===== config.mk =====
export PLATFORM = sky130hd
export DESIGN_NAME = mapper_top
export DESIGN_NICKNAME = d
export VERILOG_FILES = /design/src/design/mapper_pkg.sv /design/src/design/bus_pkg.sv /design/src/design/mapper_top.sv /design/src/design/mapper_regs.sv /design/src/design/bus_grant.sv /design/src/design/dtack_gen.sv /design/src/design/region_decoder.sv
export SDC_FILE = /design/constraint.sdc
export NUM_CORES = 1
export LEC_CHECK = 0
export BUFFER_PORTS_ARGS = -buffer_cell sky130_fd_sc_hd__buf_2
export CORE_ASPECT_RATIO = 1.25
export CORE_MARGIN = 2
export CORE_UTILIZATION = 55
export DETAILED_ROUTE_END_ITERATION = 8
export PLACE_DENSITY = 0.77
export SETUP_SLACK_MARGIN = 0.2
export SLEW_MARGIN = 5
export SYNTH_ARGS = -nofsm -noshare
export SYNTH_HDL_FRONTEND = slang
export SYNTH_SLANG_ARGS = --single-unit

===== constraint.sdc =====
create_clock -name clk -period 9.9 [get_ports clk]
set_clock_uncertainty 0.2 [all_clocks]
set_input_delay 2.97 -clock clk [delete_from_list [all_inputs] [get_ports clk]]
set_output_delay 2.97 -clock clk [all_outputs]
set_load 0.01 [all_outputs]

===== src/design/mapper_pkg.sv =====
// register map of the mapper and the encodings of the MCU driven bus cycle
// imported by the register block

package mapper_pkg;

    // register indices
    localparam logic [4:0] reg_data_hi = 5'd0;
    localparam logic [4:0] reg_data_lo = 5'd1;
    localparam logic [4:0] reg_ctrl    = 5'd2;   // bit 1 halts the cpu
    localparam logic [4:0] reg_sound   = 5'd3;
    localparam logic [4:0] reg_cmd     = 5'd5;

    // bus addresses take three registers each, msb first
    localparam logic [4:0] reg_rd_addr = 5'd7;   // 7..9
    localparam logic [4:0] reg_wr_addr = 5'd10;  // 10..12

    // 16 + 2r is size/wait of region r, 17 + 2r its base
    localparam logic [4:0] reg_win_base = 5'd16;

    // minimum length of an mcu bus access in clk cycles
    localparam logic [2:0] access_cycles = 3'd7;

    // values written to reg_cmd
    typedef enum logic [1:0] {
        cmd_none  = 2'b00,
        cmd_write = 2'b01,
        cmd_read  = 2'b10
    } bus_cmd;

    // mcu bus cycle sequence
    typedef enum logic [1:0] {
        st_idle,
        st_request,
        st_access,
        st_release
    } mcu_state;

endpackage


===== src/design/bus_pkg.sv =====
// 68000 bus side definitions shared by the decoder, the DTACK logic and the top
// imported inside module bodies, scoped names in port lists

package bus_pkg;

    localparam int num_regions = 8;    // decoded windows

    // window size, selects how many address bits are compared
    typedef enum logic [1:0] {
        size_64k  = 2'd0,   // addr[23:16]
        size_128k = 2'd1,   // addr[23:17]
        size_512k = 2'd2,   // addr[23:19]
        size_2m   = 2'd3    // addr[23:21]
    } size_code;

    // wait states before DTACK, code 3 runs as three cycles
    typedef enum logic [1:0] {
        wait_1 = 2'd0,
        wait_2 = 2'd1,
        wait_3 = 2'd2
    } dtack_code;

    // interrupt acknowledge function code
    localparam logic [2:0] fc_intack = 3'b111;

endpackage

===== src/design/mapper_top.sv =====
// memory mapper top level, decoder, DTACK, bus grant and registers
// the external bus is switched between cpu and mcu while the mcu owns it

`timescale 1ns/1ps

module mapper_top (
    input  logic                               clk,
    input  logic                               rst,
    input  logic                               cpu_cen,
    input  logic                               bus_cs,
    input  logic                               bus_busy,
    // 68000 side
    input  logic [23:1]                        addr,
    input  logic [15:0]                        cpu_dout,
    input  logic [1:0]                         cpu_dsn,
    input  logic                               cpu_asn,
    input  logic                               cpu_rnw,
    input  logic [2:0]                         cpu_fc,
    input  logic                               cpu_bgn,
    output logic                               cpu_brn,
    output logic                               cpu_bgackn,
    output logic                               cpu_dtackn,
    output logic                               cpu_haltn,
    // external bus
    output logic [23:1]                        addr_out,
    output logic [1:0]                         bus_dsn,
    output logic                               bus_asn,
    output logic                               bus_rnw,
    input  logic [15:0]                        bus_dout,
    output logic [15:0]                        bus_din,
    output logic [bus_pkg::num_regions-1:0]    active,
    // sound cpu
    input  logic                               sndmap_wr,
    input  logic                               sndmap_rd,
    input  logic [7:0]                         sndmap_din,
    output logic [7:0]                         sndmap_dout,
    output logic                               sndmap_pbf,
    // mcu
    input  logic                               mcu_wr,
    input  logic [4:0]                         mcu_addr,
    input  logic [7:0]                         mcu_dout,
    output logic [7:0]                         mcu_din,
    output logic                               mcu_snd_intn
);
    import bus_pkg::*;

    logic [2*num_regions-1:0][7:0] win_cfg;
    dtack_code   wait_code;
    logic        none;
    logic        bus_mcu;
    logic        bus_rq;
    logic        mcu_asn;
    logic        mcu_rnw;
    logic [23:1] mcu_addr_out;
    logic [15:0] mcu_data;

    // bus owner select
    assign addr_out = bus_mcu ? mcu_addr_out : addr;
    assign bus_asn  = bus_mcu ? mcu_asn : cpu_asn;
    assign bus_rnw  = bus_mcu ? mcu_rnw : cpu_rnw;
    assign bus_dsn  = bus_mcu ? 2'b00 : cpu_dsn;    // mcu always moves words
    assign bus_din  = bus_mcu ? mcu_data : cpu_dout;

    region_decoder u_decoder (
        .addr_out (addr_out), .cpu_fc (cpu_fc), .win_cfg (win_cfg),
        .active (active), .none (none), .wait_code (wait_code)
    );

    dtack_gen u_dtack (
        .clk (clk), .rst (rst), .cpu_cen (cpu_cen), .cpu_asn (cpu_asn),
        .cpu_dsn (cpu_dsn), .bus_cs (bus_cs), .bus_busy (bus_busy),
        .wait_code (wait_code), .cpu_dtackn (cpu_dtackn)
    );

    bus_grant u_grant (
        .clk (clk), .rst (rst), .cpu_cen (cpu_cen), .bus_rq (bus_rq),
        .cpu_bgn (cpu_bgn), .cpu_asn (cpu_asn), .cpu_brn (cpu_brn),
        .cpu_bgackn (cpu_bgackn), .bus_mcu (bus_mcu)
    );

    mapper_regs u_regs (
        .clk (clk), .rst (rst),
        .mcu_wr (mcu_wr), .mcu_addr (mcu_addr), .mcu_dout (mcu_dout), .mcu_din (mcu_din),
        .cpu_asn (cpu_asn), .cpu_rnw (cpu_rnw), .cpu_dsn (cpu_dsn[0]),
        .addr_sel (addr[5:1]), .cpu_dout (cpu_dout[7:0]), .none (none),
        .sndmap_wr (sndmap_wr), .sndmap_rd (sndmap_rd), .sndmap_din (sndmap_din),
        .sndmap_dout (sndmap_dout), .sndmap_pbf (sndmap_pbf), .mcu_snd_intn (mcu_snd_intn),
        .bus_mcu (bus_mcu), .bus_busy (bus_busy), .bus_dout (bus_dout),
        .bus_rq (bus_rq), .mcu_asn (mcu_asn), .mcu_rnw (mcu_rnw),
        .mcu_addr_out (mcu_addr_out), .mcu_data (mcu_data),
        .cpu_haltn (cpu_haltn), .win_cfg (win_cfg)
    );

endmodule


===== src/design/mapper_regs.sv =====
// 32 byte register file written by the cpu or the mcu, sound latch and flags,
// mcu readback and the fsm that runs one mcu owned bus cycle per command

`timescale 1ns/1ps

module mapper_regs (
    input  logic                                   clk,
    input  logic                                   rst,
    // mcu port
    input  logic                                   mcu_wr,
    input  logic [4:0]                             mcu_addr,
    input  logic [7:0]                             mcu_dout,
    output logic [7:0]                             mcu_din,
    // cpu register writes
    input  logic                                   cpu_asn,
    input  logic                                   cpu_rnw,
    input  logic                                   cpu_dsn,      // lower data strobe
    input  logic [4:0]                             addr_sel,
    input  logic [7:0]                             cpu_dout,
    input  logic                                   none,
    // sound cpu
    input  logic                                   sndmap_wr,
    input  logic                                   sndmap_rd,
    input  logic [7:0]                             sndmap_din,
    output logic [7:0]                             sndmap_dout,
    output logic                                   sndmap_pbf,
    output logic                                   mcu_snd_intn,
    // mcu bus cycle
    input  logic                                   bus_mcu,
    input  logic                                   bus_busy,
    input  logic [15:0]                            bus_dout,
    output logic                                   bus_rq,
    output logic                                   mcu_asn,
    output logic                                   mcu_rnw,
    output logic [23:1]                            mcu_addr_out,
    output logic [15:0]                            mcu_data,
    output logic                                   cpu_haltn,
    output logic [2*bus_pkg::num_regions-1:0][7:0] win_cfg
);
    import bus_pkg::*;
    import mapper_pkg::*;

    logic [7:0]  regs [0:31];
    logic [7:0]  snd_latch;
    logic        cpu_sel;        // cpu may write until the mcu writes once
    logic        mcu_wr_l;
    logic        cpu_wr_l;
    logic        cpu_wren;
    logic        mcu_edge;
    logic        cpu_edge;
    logic        wr_en;
    logic [4:0]  reg_sel;
    logic [7:0]  reg_din;
    logic        cmd_valid;
    mcu_state    state;
    bus_cmd      cmd_q;
    logic [2:0]  cnt;            // access length counter
    logic [23:1] rd_bus_addr;
    logic [23:1] wr_bus_addr;

    // cpu reaches the registers only through unmapped write cycles
    assign cpu_wren = !cpu_asn && !cpu_dsn && !cpu_rnw && none;
    assign mcu_edge = mcu_wr && !mcu_wr_l;
    assign cpu_edge = cpu_wren && !cpu_wr_l && cpu_sel;
    assign wr_en    = mcu_edge || cpu_edge;
    assign reg_sel  = mcu_edge ? mcu_addr : addr_sel;   // mcu first on a clash
    assign reg_din  = mcu_edge ? mcu_dout : cpu_dout;

    assign cmd_valid = reg_din[1:0] == cmd_write || reg_din[1:0] == cmd_read;

    assign rd_bus_addr = {regs[reg_rd_addr][6:0], regs[reg_rd_addr + 5'd1],
                          regs[reg_rd_addr + 5'd2]};
    assign wr_bus_addr = {regs[reg_wr_addr][6:0], regs[reg_wr_addr + 5'd1],
                          regs[reg_wr_addr + 5'd2]};

    assign mcu_addr_out = cmd_q == cmd_read ? rd_bus_addr : wr_bus_addr;
    assign mcu_rnw      = cmd_q != cmd_write;
    assign mcu_data     = {regs[reg_data_hi], regs[reg_data_lo]};
    assign bus_rq       = state == st_request || state == st_access;
    assign cpu_haltn    = ~regs[reg_ctrl][1];
    assign sndmap_dout  = regs[reg_sound];

    for (genvar g = 0; g < 2*num_regions; g++) begin : g_win
        assign win_cfg[g] = regs[reg_win_base + 5'(g)];
    end

    always_ff @(posedge clk) begin
        if (rst) begin
            for (int i = 0; i < 32; i++) begin
                regs[i] <= '0;
            end
            cpu_sel    <= 1'b1;
            mcu_wr_l   <= 1'b0;
            cpu_wr_l   <= 1'b0;
            sndmap_pbf <= 1'b0;
            state      <= st_idle;
            cmd_q      <= cmd_none;
            cnt        <= '0;
            mcu_asn    <= 1'b1;
        end else begin
            mcu_wr_l <= mcu_wr;
            cpu_wr_l <= cpu_wren;
            if (mcu_wr) cpu_sel <= 1'b0;   // sticky until reset
            if (wr_en) begin
                regs[reg_sel] <= reg_din;
                if (reg_sel == reg_sound) sndmap_pbf <= 1'b1;
                if (reg_sel == reg_cmd && state == st_idle && cmd_valid) begin
                    cmd_q <= bus_cmd'(reg_din[1:0]);
                    state <= st_request;
                end
            end
            if (sndmap_rd) sndmap_pbf <= 1'b0;
            case (state)
                st_idle: ;
                st_request: begin
                    if (bus_mcu) begin   // bgack is out, start the access
                        state   <= st_access;
                        cnt     <= access_cycles - 3'd1;
                        mcu_asn <= 1'b0;
                    end
                end
                st_access: begin
                    if (cnt != '0) begin
                        cnt <= cnt - 3'd1;
                    end else if (!bus_busy) begin
                        mcu_asn <= 1'b1;
                        state   <= st_release;
                        if (cmd_q == cmd_read) begin
                            {regs[reg_data_hi], regs[reg_data_lo]} <= bus_dout;
                        end
                    end
                end
                st_release: if (!bus_mcu) state <= st_idle;   // wait for bgack to clear
            endcase
        end
    end

    // a latch read is address 3 selected with mcu_wr low
    // a new sound byte wins over a read in the same cycle
    always_ff @(posedge clk) begin
        if (rst) begin
            mcu_snd_intn <= 1'b1;
        end else begin
            if (mcu_addr[1:0] == 2'd3 && !mcu_wr) mcu_snd_intn <= 1'b1;
            if (sndmap_wr) mcu_snd_intn <= 1'b0;
        end
    end

    always_ff @(posedge clk) begin
        if (sndmap_wr) snd_latch <= sndmap_din;
    end

    // readback, one cycle after the address
    always_ff @(posedge clk) begin
        case (mcu_addr[1:0])
            2'd0: mcu_din <= regs[reg_data_hi];
            2'd1: mcu_din <= regs[reg_data_lo];
            2'd2: mcu_din <= {1'b0, bus_rq, sndmap_pbf, 3'b000, cpu_haltn, 1'b0};
            2'd3: mcu_din <= snd_latch;
        endcase
    end

    // the mcu strobe only reaches the bus while the grant is held
    a_asn_owned: assert property (@(posedge clk) disable iff (rst)
        !mcu_asn |-> bus_mcu)
        else $error("mapper_regs: mcu address strobe without bus ownership");

endmodule


===== src/design/bus_grant.sv =====
// 68000 bus arbitration for mcu owned cycles
// BR out, wait for BG with AS idle, hold BGACK until the request drops

`timescale 1ns/1ps

module bus_grant (
    input  logic clk,
    input  logic rst,
    input  logic cpu_cen,
    input  logic bus_rq,
    input  logic cpu_bgn,
    input  logic cpu_asn,
    output logic cpu_brn,
    output logic cpu_bgackn,
    output logic bus_mcu
);
    typedef enum logic [1:0] {
        gr_idle,
        gr_request,
        gr_own
    } grant_state;

    grant_state state;

    always_ff @(posedge clk) begin
        if (rst) begin
            state <= gr_idle;
        end else begin
            case (state)
                gr_idle: if (bus_rq) state <= gr_request;
                gr_request: begin
                    if (!bus_rq) begin
                        state <= gr_idle;   // request withdrawn
                    end else if (cpu_cen && !cpu_bgn && cpu_asn) begin
                        state <= gr_own;    // cpu finished its cycle
                    end
                end
                gr_own: if (!bus_rq) state <= gr_idle;
                default: state <= gr_idle;
            endcase
        end
    end

    assign cpu_brn    = state != gr_request;   // BR drops once BGACK is out
    assign cpu_bgackn = state != gr_own;
    assign bus_mcu    = state == gr_own;

    a_grant_first: assert property (@(posedge clk) disable iff (rst)
        $fell(cpu_bgackn) |-> $past(!cpu_bgn))
        else $error("bus_grant: bgack asserted without a bus grant");

endmodule


===== src/design/dtack_gen.sv =====
// DTACK for cpu cycles, base acknowledge on the first cpu_cen
// then one or two more cpu_cen pulses depending on the window wait code

`timescale 1ns/1ps

module dtack_gen (
    input  logic               clk,
    input  logic               rst,
    input  logic               cpu_cen,
    input  logic               cpu_asn,
    input  logic [1:0]         cpu_dsn,
    input  logic               bus_cs,
    input  logic               bus_busy,
    input  bus_pkg::dtack_code wait_code,
    output logic               cpu_dtackn
);
    import bus_pkg::*;

    logic dtackn1;   // base acknowledge
    logic dtackn2;
    logic dtackn3;
    logic hold;

    assign hold = bus_cs && bus_busy;   // memory not ready yet

    always_ff @(posedge clk) begin
        if (rst || cpu_asn) begin
            dtackn1 <= 1'b1;
            dtackn2 <= 1'b1;
            dtackn3 <= 1'b1;
        end else if (cpu_cen) begin
            if (cpu_dsn != 2'b11 && !hold) begin
                dtackn1 <= 1'b0;
            end
            dtackn2 <= dtackn1;   // delay line moves only on cpu_cen
            dtackn3 <= dtackn2;
        end
    end

    always_comb begin
        case (wait_code)
            wait_1:  cpu_dtackn = dtackn1;
            wait_2:  cpu_dtackn = dtackn2;
            default: cpu_dtackn = dtackn3;   // code 3 too
        endcase
    end

    // dtack clears one cycle after the strobe goes away and stays clear
    a_dtack_idle: assert property (@(posedge clk) disable iff (rst)
        cpu_asn && $past(cpu_asn) |-> cpu_dtackn)
        else $error("dtack_gen: dtack low with address strobe high");

endmodule


===== src/design/region_decoder.sv =====
// compares the bus address against the eight programmed windows
// purely combinational, lowest window index wins

`timescale 1ns/1ps

module region_decoder (
    input  logic [23:1]                           addr_out,
    input  logic [2:0]                            cpu_fc,
    input  logic [2*bus_pkg::num_regions-1:0][7:0] win_cfg,
    output logic [bus_pkg::num_regions-1:0]       active,
    output logic                                  none,
    output bus_pkg::dtack_code                    wait_code
);
    import bus_pkg::*;

    logic [num_regions-1:0] hit;
    logic [num_regions-1:0] lowest;
    logic                   intack;

    // one window against the address, cfg[1:0] gives the size
    function automatic logic win_hit(input logic [7:0] cfg, input logic [7:0] base,
                                     input logic [23:1] a);
        case (size_code'(cfg[1:0]))
            size_64k:  return a[23:16] == base;
            size_128k: return a[23:17] == base[7:1];
            size_512k: return a[23:19] == base[7:3];
            size_2m:   return a[23:21] == base[7:5];
        endcase
    endfunction

    always_comb begin
        for (int r = 0; r < num_regions; r++) begin
            hit[r] = win_hit(win_cfg[2*r], win_cfg[2*r+1], addr_out);
        end
    end

    assign intack = cpu_fc == fc_intack;
    assign lowest = hit & (~hit + 1'b1);   // keeps the lowest set bit only

    assign active = intack ? '0 : lowest;
    assign none   = (hit == '0) && !intack;

    // wait bits of the winning window
    always_comb begin
        wait_code = wait_1;
        for (int r = 0; r < num_regions; r++) begin
            if (active[r]) begin
                wait_code = dtack_code'(win_cfg[2*r][3:2]);
            end
        end
    end

endmodule


==> impl_results.md, run 1 <==
- DR WL met3: about 2600 um
- Type of the worst setup path: input port to output port
- Clock share of power: 0.449
- Final Hold Fails: 0
- Hold EP: u_regs.cpu_sel$_SDFFE_PP1P_
- Final Cycle Share: 0.917
- FFs w/ async S/R, synth: 0
- Nets@finish: approximately 1500
- FF+latch count, synth: approximately 200
- 1st-iter DRT viols: about 940
- Vias in the first global route: 9792
- Worst slew pin tran: approximately 1.3 ns
- Synthesized Nets: 1383
- CP Max Fanout: 9
- Syn Std Cell Area: roughly 11000 um2
- Resize count post-CTS: 0
- Status: finished clean
- Total design power: a little under 2000 uW
- Initial Utilization: 0.562
- Hold Path Depth: 1
- Vias/cell: between 6 and 7
- Maximum clock rate: 0.110 GHz
- Yosys cell types: 87
- RSZ-0062 raised after global routing: no
- Worst r2r src: u_grant.state[1]$_SDFFE_PP0P_
- Synthesized netlist cell count: approximately 1300
- Hold_ws: about 0.26 ns
- Die W: 130 um
- P&R area growth vs syn: 14.0%
- Internal cell power: approximately 1400 uW
- Inserted Clock Buffers: 21
- Final design area excluding fillers: approximately 13000 um2
- RePlAce Congestion: around 0.90
- DP Cell Count: between 1500 and 2000
- Crit path required time: slightly below 7 ns
- Clock-pin slew on the worst setup and hold paths: ~0.07 ns
- Drt first pass iters: 5
- # DRC: 0
- Sw frac: 0.259
- Worst hold start: u_regs.cpu_sel$_SDFFE_PP1P_
- # port buffers: 164
- Synth warnings: 0
- TNS Setup: 0 ns
- Routed WL per cell: a little over 20 um
- CP Launch Type: input port
- Die area: 21100 um2
- Largest delay contributor family on the critical path: compound AO/OA/AOI/OAI gates
- # Post-CTS Setup Buffers: 0
- Rows: 57
- Sequence of cells on the critical path: buf_2, nand2b_1, a31oi_1, a2111o_1, a2111o_1, a2111oi_4, nand2_1, nor3_1, a32oi_1, and3_1, a31oi_1, buf_2
- Clock Path Buffers: 3
- Top_reg_cell synth: dfxtp_1
- Worst path buffer plus inverter count: 2
- Sequential area share after synthesis: 0.374
- Met1 WL: 13500 um
- Share of cells above drive strength 1: 0.202
- Highest routing layer actually used: met4
- CTS H-Tree Depth: 1
- CTS tree: built
- I/O pins: roughly 170
- Final non-filler cell total: 1661
- EDFF count, synth: 8
- NetSw: 498 uW
- Avg Cell Area, Syn: approximately 8.5 um2
- # clock sinks: ~200
- Core area: roughly 20000 um2
- Peak supply drop: approximately 0.14 mV
- Combinational power share: 0.113
- Post-DRT Antenna Nets: 0
- Clk root buf: clkbuf_16
- Routed WL: ~34000 um
- Global-route wire length before repair: between 50000 and 60000 um
- Clk Latency, worst-skew pair: around 0.5 ns
- Total GRT Usage: 0.316
- Worst min path class: register to register
- HPWL after DPL: between 20000 and 25000 um
- Critical Path Max Stage Delay: ~0.49 ns
- Leak: slightly below 0.005 uW
- Hold Buf Count CTS: 0
- Flop pwr share: 0.438
- DP Area: ~12000 um2
- Initial antenna violation count: 2
- R2R cell count: 14
- Min cycle time layout: about 9.1 ns
- Crit. End Element: output port
- Worst Path Arrival: slightly below 6 ns
- CP max-delay cell: a2111oi_4
- R2R Setup Slk: 4.39 ns
- Final count of negative-setup-slack endpoints: 0
- Max_cap viols: 0
- DR WL met2: between 15000 and 20000 um
- Relative slew slack: 0.156
- Vias: 10200
- Largest net degree at the start of global routing: between 100 and 150
- Count of pins over their slew limit: 0
- Power per cell area: about 150 nW/um2
- Die Y: 162 um
- GRT Residual Overflow: 0
## kinds of logic after synthesis
logic type                 share of synthesized area
AOI/OAI and AO/OA                              0.258
xor gates and xnor gates                      0.0646
adders and majority gates                    0.00798
buffers and inverters                         0.0612
DFF                                            0.374
muxes                                         0.0570
and+or+nand+nor                                0.178
## layer usage
layer	up-vias	global-route usage
met5	-	0
met4	0	0.157
met3	111	0.0501
met2	502	0.516
met1	4798	0.404
li1	4838	-
## cells in the mapped netlist, drive strengths merged (6+ instances only)
master / count / share of area
nand2b: 10 / 0.0064
and3: 6 / 0.0034
a31oi: 29 / 0.017
o21ai: 44 / 0.021
dfxtp: 193 / 0.35
a211oi: 75 / 0.053
nor3: 17 / 0.0078
mux2i: 49 / 0.045
inv: 29 / 0.0099
nor2b: 7 / 0.0040
a21oi: 89 / 0.049
nor4: 8 / 0.0071
buf: 43 / 0.028
mux2: 6 / 0.0062
ha: 7 / 0.0080
xnor2: 53 / 0.042
or3: 7 / 0.0040
a22o: 6 / 0.0048
a22oi: 10 / 0.0068
o211ai: 13 / 0.013
edfxtp: 8 / 0.022
nor2: 159 / 0.055
clkbuf: 65 / 0.022
a311oi: 56 / 0.046
nand2: 147 / 0.050
nand3: 25 / 0.011
xor2: 28 / 0.022
## power groups by stage
stage	Clock, uW	Combinational (uW)	Sequential (uW)
floorplan	0	134	856
global placement	0	210	858
detailed placement	0	214	858
CTS	866	215	840
global route	903	234	842
finish	862	218	841
## worst reg2reg max path, delay by kind of cell (launching register included)
kind	cells	cell delay, ns
buf+inv	3	1.52
xor+xnor	1	0.29
flops	1	0.36
simple gates	5	1.48
compound gates	5	1.58
## how the worst max path moves through the flow
stage	startpoint	end	slack (ns)	cells after the start
2_1_floorplan	addr[21]	cpu_dtackn	1.0	11
4_1_cts	addr[22]	cpu_dtackn	0.86	12
3_5_place_dp	addr[22]	cpu_dtackn	0.84	12
5_1_grt	addr[22]	cpu_dtackn	0.59	12
3_3_place_gp	addr[21]	cpu_dtackn	0.90	12
6_report	addr[21]	cpu_dtackn	0.82	12
## stage by stage
step                      utilization  setup WS (ns)
after global routing            0.640          0.593
after global placement          0.602          0.902
after detailed placement        0.602          0.842
final                           0.640          0.819
after floorplan                     -          0.997
after CTS                       0.640          0.861
## cells in the final DEF, fill, tap and decap left out, drive strengths merged, types with 6 or more instances in the layout
master | synthesis | routed
a22o | 6 | 6
a311oi | 56 | 56
clkbuf | 65 | 25
o21ai | 44 | 44
o211ai | 13 | 13
and3 | 6 | 6
nand3 | 25 | 25
buf | 43 | 181
nor2b | 7 | 7
a211oi | 75 | 75
dfxtp | 193 | 193
a22oi | 10 | 10
mux2i | 49 | 49
nand2b | 10 | 10
inv | 29 | 30
a21oi | 89 | 89
nor3 | 17 | 17
edfxtp | 8 | 8
xnor2 | 53 | 53
nor2 | 159 | 159
nand2 | 147 | 147
or3 | 7 | 7
nor4 | 8 | 8
xor2 | 28 | 28
ha | 7 | 7
mux2 | 6 | 6
a31oi | 29 | 29
## area by class of cell
type	instances	area, um2
inverters	30	118
flip-flops and latches	201	4100
diodes	2	5.00
well taps	265	332
fillers	1725	7030
clock buffers	25	571
repair buffers	181	951
multi-input cells	945	6260
clock inverters	12	175
Power figures use the tool's default switching activity.
==> run 2: changes to the inputs <==
==> constraint.sdc (replaced) <==
create_clock -name clk -period 9.9 [get_ports clk]
set_clock_uncertainty 0.2 [all_clocks]
set_input_delay 0.99 -clock clk [delete_from_list [all_inputs] [get_ports clk]]
set_output_delay 0.99 -clock clk [all_outputs]
set_load 0.01 [all_outputs]
==> run 2 against run 1 <==
Sequential power hardly changed. Via count hardly changed. Setup slack better by 2.8 ns. Worst hold slack improved by 0.014 ns. Critical path depth up 3. Clock power decreased by 7.4%. Fmax increased by 45%. Wire length shrank 0.72%. Non-clock buffer count is the same. Clock-buffer cell count rose by 9. Register-to-register slack better by 0.17 ns. Combinational power hardly changed. Critical path type is now register to output port. Largest cell class unchanged.
==> impl_results.md, run 2 (synthesis gave the netlist of run 1 again) <==
- Hold Path Depth: 1 (unchanged)
- Initial antenna violation count: 2 (unchanged)
- Count of pins over their slew limit: 0 (unchanged)
- Clk Latency, worst-skew pair: 0.51 ns (was 0.50 ns)
- Die W: 130 um (unchanged)
- Critical Path Max Stage Delay: 0.58 ns (was 0.49 ns)
- CP max-delay cell: nor2b_4 (was a2111oi_4)
- HPWL after DPL: 22900 um (was 23000 um)
- Drt first pass iters: 5 (unchanged)
- CTS tree: built (unchanged)
- Share of cells above drive strength 1: 0.199 (was 0.202)
- R2R cell count: 15 (was 14)
- Routed WL per cell: 20.3 um (was 20.4 um)
- Inserted Clock Buffers: 22 (was 21)
- Sw frac: 0.261 (was 0.259)
- Worst slew pin tran: 1.15 ns (was 1.26 ns)
- Core area: 19500 um2 (unchanged)
- Largest net degree at the start of global routing: 112 (was 106)
- TNS Setup: 0 ns (unchanged)
- Relative slew slack: 0.230 (was 0.156)
- Internal cell power: 1370 uW (was 1420 uW)
- Vias: 10200 (about the same)
- Leak: 0.00485 uW (was 0.00487 uW)
- # clock sinks: 201 (unchanged)
- 1st-iter DRT viols: 966 (was 941)
- RePlAce Congestion: 0.914 (was 0.897)
- I/O pins: 165 (unchanged)
- # Post-CTS Setup Buffers: 0 (unchanged)
- Layout fillers: 1679 (was 1725)
- NetSw: 485 uW (was 498 uW)
- Vias in the first global route: 9630 (was 9792)
- # port buffers: 164 (unchanged)
- Type of the worst setup path: register to output port (was input port to output port)
- Total GRT Usage: 0.313 (was 0.316)
- Status: finished clean (unchanged)
- Final Hold Fails: 0 (unchanged)
- Vias/cell: 6.17 (about the same)
- Final count of negative-setup-slack endpoints: 0 (unchanged)
- Hold EP: u_regs.cpu_sel$_SDFFE_PP1P_ (unchanged)
- Worst min path class: register to register (unchanged)
- Most common cell after layout, fill and taps aside: dfxtp_1 (unchanged)
- Clock-pin slew on the worst setup and hold paths: 0.06 ns (was 0.07 ns)
- Peak supply drop: 0.131 mV (was 0.142 mV)
- Clock Path Buffers: 3 (unchanged)
- Clk root buf: clkbuf_16 (unchanged)
- Routed WL: 33600 um (was 33900 um)
- GRT Residual Overflow: 0 (unchanged)
- Most used cell, CP: a31oi_1
- Global-route wire length before repair: 52200 um (was 52500 um)
- P&R area growth vs syn: 13.6% (was 14.0%)
- Post-DRT Antenna Nets: 0 (unchanged)
- Most frequent cells in the layout: 193 x dfxtp_1, 163 x buf_2, 158 x nor2_1 (unchanged)
- Crit path required time: 8.71 ns (was 6.73 ns)
- Maximum clock rate: 0.160 GHz (was 0.110 GHz)
- Max_cap viols: 0 (unchanged)
- Rows: 57 (unchanged)
- Final Cycle Share: 0.631 (was 0.917)
- R2R Setup Slk: 4.56 ns (was 4.39 ns)
- Min cycle time layout: 6.25 ns (was 9.08 ns)
- Worst r2r src: u_grant.state[1]$_SDFFE_PP0P_ (unchanged)
- Die area: 21100 um2 (unchanged)
- Initial Utilization: 0.562 (unchanged)
- Sequence of cells on the critical path: nor2b_4, inv_2, buf_4, a211oi_2, or2_1, clkinv_4, mux2i_1, a31oi_1, nor4_2, a211oi_1, o311a_1, or3_1, and3_1, a31oi_1, buf_2 (was buf_2, nand2b_1, a31oi_1, a2111o_1, a2111o_1, a2111oi_4, nand2_1, nor3_1, a32oi_1, and3_1, a31oi_1, buf_2)
- Resize count post-CTS: 0 (unchanged)
- CTS H-Tree Depth: 1 (unchanged)
- CP Max Fanout: 37 (was 9)
- Power per cell area: 149 nW/um2 (was 153 nW/um2)
- Nets@finish: 1480 (was 1479)
- Worst hold start: u_regs.cpu_sel$_SDFFE_PP1P_ (unchanged)
- Place WS: 4.26 ns (was 0.842 ns)
- Worst Path Arrival: 5.06 ns (was 5.91 ns)
- Hold Buf Count CTS: 0 (unchanged)
- RSZ-0062 raised after global routing: no (unchanged)
- Die Y: 162 um (unchanged)
- Clock share of power: 0.429 (was 0.449)
- Flop pwr share: 0.453 (was 0.438)
- Worst setup margin: 3.65 ns (was 0.819 ns)
- Combinational power share: 0.118 (was 0.113)
- Crit. End Element: output port (unchanged)
- # DRC: 0 (unchanged)
- CP Launch Type: register (was input port)
## run 2: per-stage QoR
stage / utilization / hold WS, ns / instance area (um2) / power (uW) / instances
after floorplan: - / 0.219 / 11000 / 990 / 1284
after global placement: 0.602 / 0.232 / 11800 / 1070 / 1622
after detailed placement: 0.602 / 0.252 / 11800 / 1070 / 1622
after CTS: 0.638 / 0.271 / 12500 / 1860 / 1659
after global routing: 0.638 / 0.286 / 12500 / 1910 / 1661
final: 0.638 / 0.272 / 12500 / 1860 / 1661
## run 2: layout make-up
type	instances	area, um2	area share
Clock buffer	34	678	0.0544
Multi-Input combinational cell	945	6260	0.502
Timing Repair Buffer	181	951	0.0763
Inverter	30	118	0.00944
Tap cell	265	332	0.0266
Clock inverter	3	15.0	0.00120
Antenna cell	2	5.00	0.000402
Sequential cell	201	4100	0.329
## run 2: worst max-delay path, delay by kind of cell, from the launching register on
family	cells	cell delay, ns
AO/OA/AOI/OAI	5	1.06
AND/OR/NAND/NOR	5	1.88
multiplexers	1	0.17
buffers and inverters	4	1.05
flip-flops	1	0.37
## run 2: layer usage
| layer | part of all wire | up-vias | global-route usage |
|---|---|---|---|
| met2 | 0.47 | 526 | 0.512 |
| met3 | 0.074 | 112 | 0.0405 |
| li1 | - | 4836 | - |
| met1 | 0.40 | 4771 | 0.401 |
| met5 | 0 | - | 0 |
| met4 | 0.056 | 0 | 0.167 |
## run 2: power by group through the flow
stage	clock (uW)	sequential, uW	combinational (uW)
2_1_floorplan	0	856	134
4_1_cts	803	841	216
5_1_grt	835	842	234
3_5_place_dp	0	858	215
3_3_place_gp	0	858	211
6_report	798	841	219
## run 2: worst max-delay path by stage
stage,start,to,cells past startpoint
2_1_floorplan,addr[21],cpu_dtackn,11
3_3_place_gp,u_grant.state[1]$_SDFFE_PP0P_,cpu_dtackn,14
3_5_place_dp,u_grant.state[1]$_SDFFE_PP0P_,cpu_dtackn,15
4_1_cts,u_grant.state[1]$_SDFFE_PP0P_,cpu_dtackn,15
5_1_grt,u_grant.state[1]$_SDFFE_PP0P_,cpu_dtackn,15
6_report,u_grant.state[1]$_SDFFE_PP0P_,cpu_dtackn,15
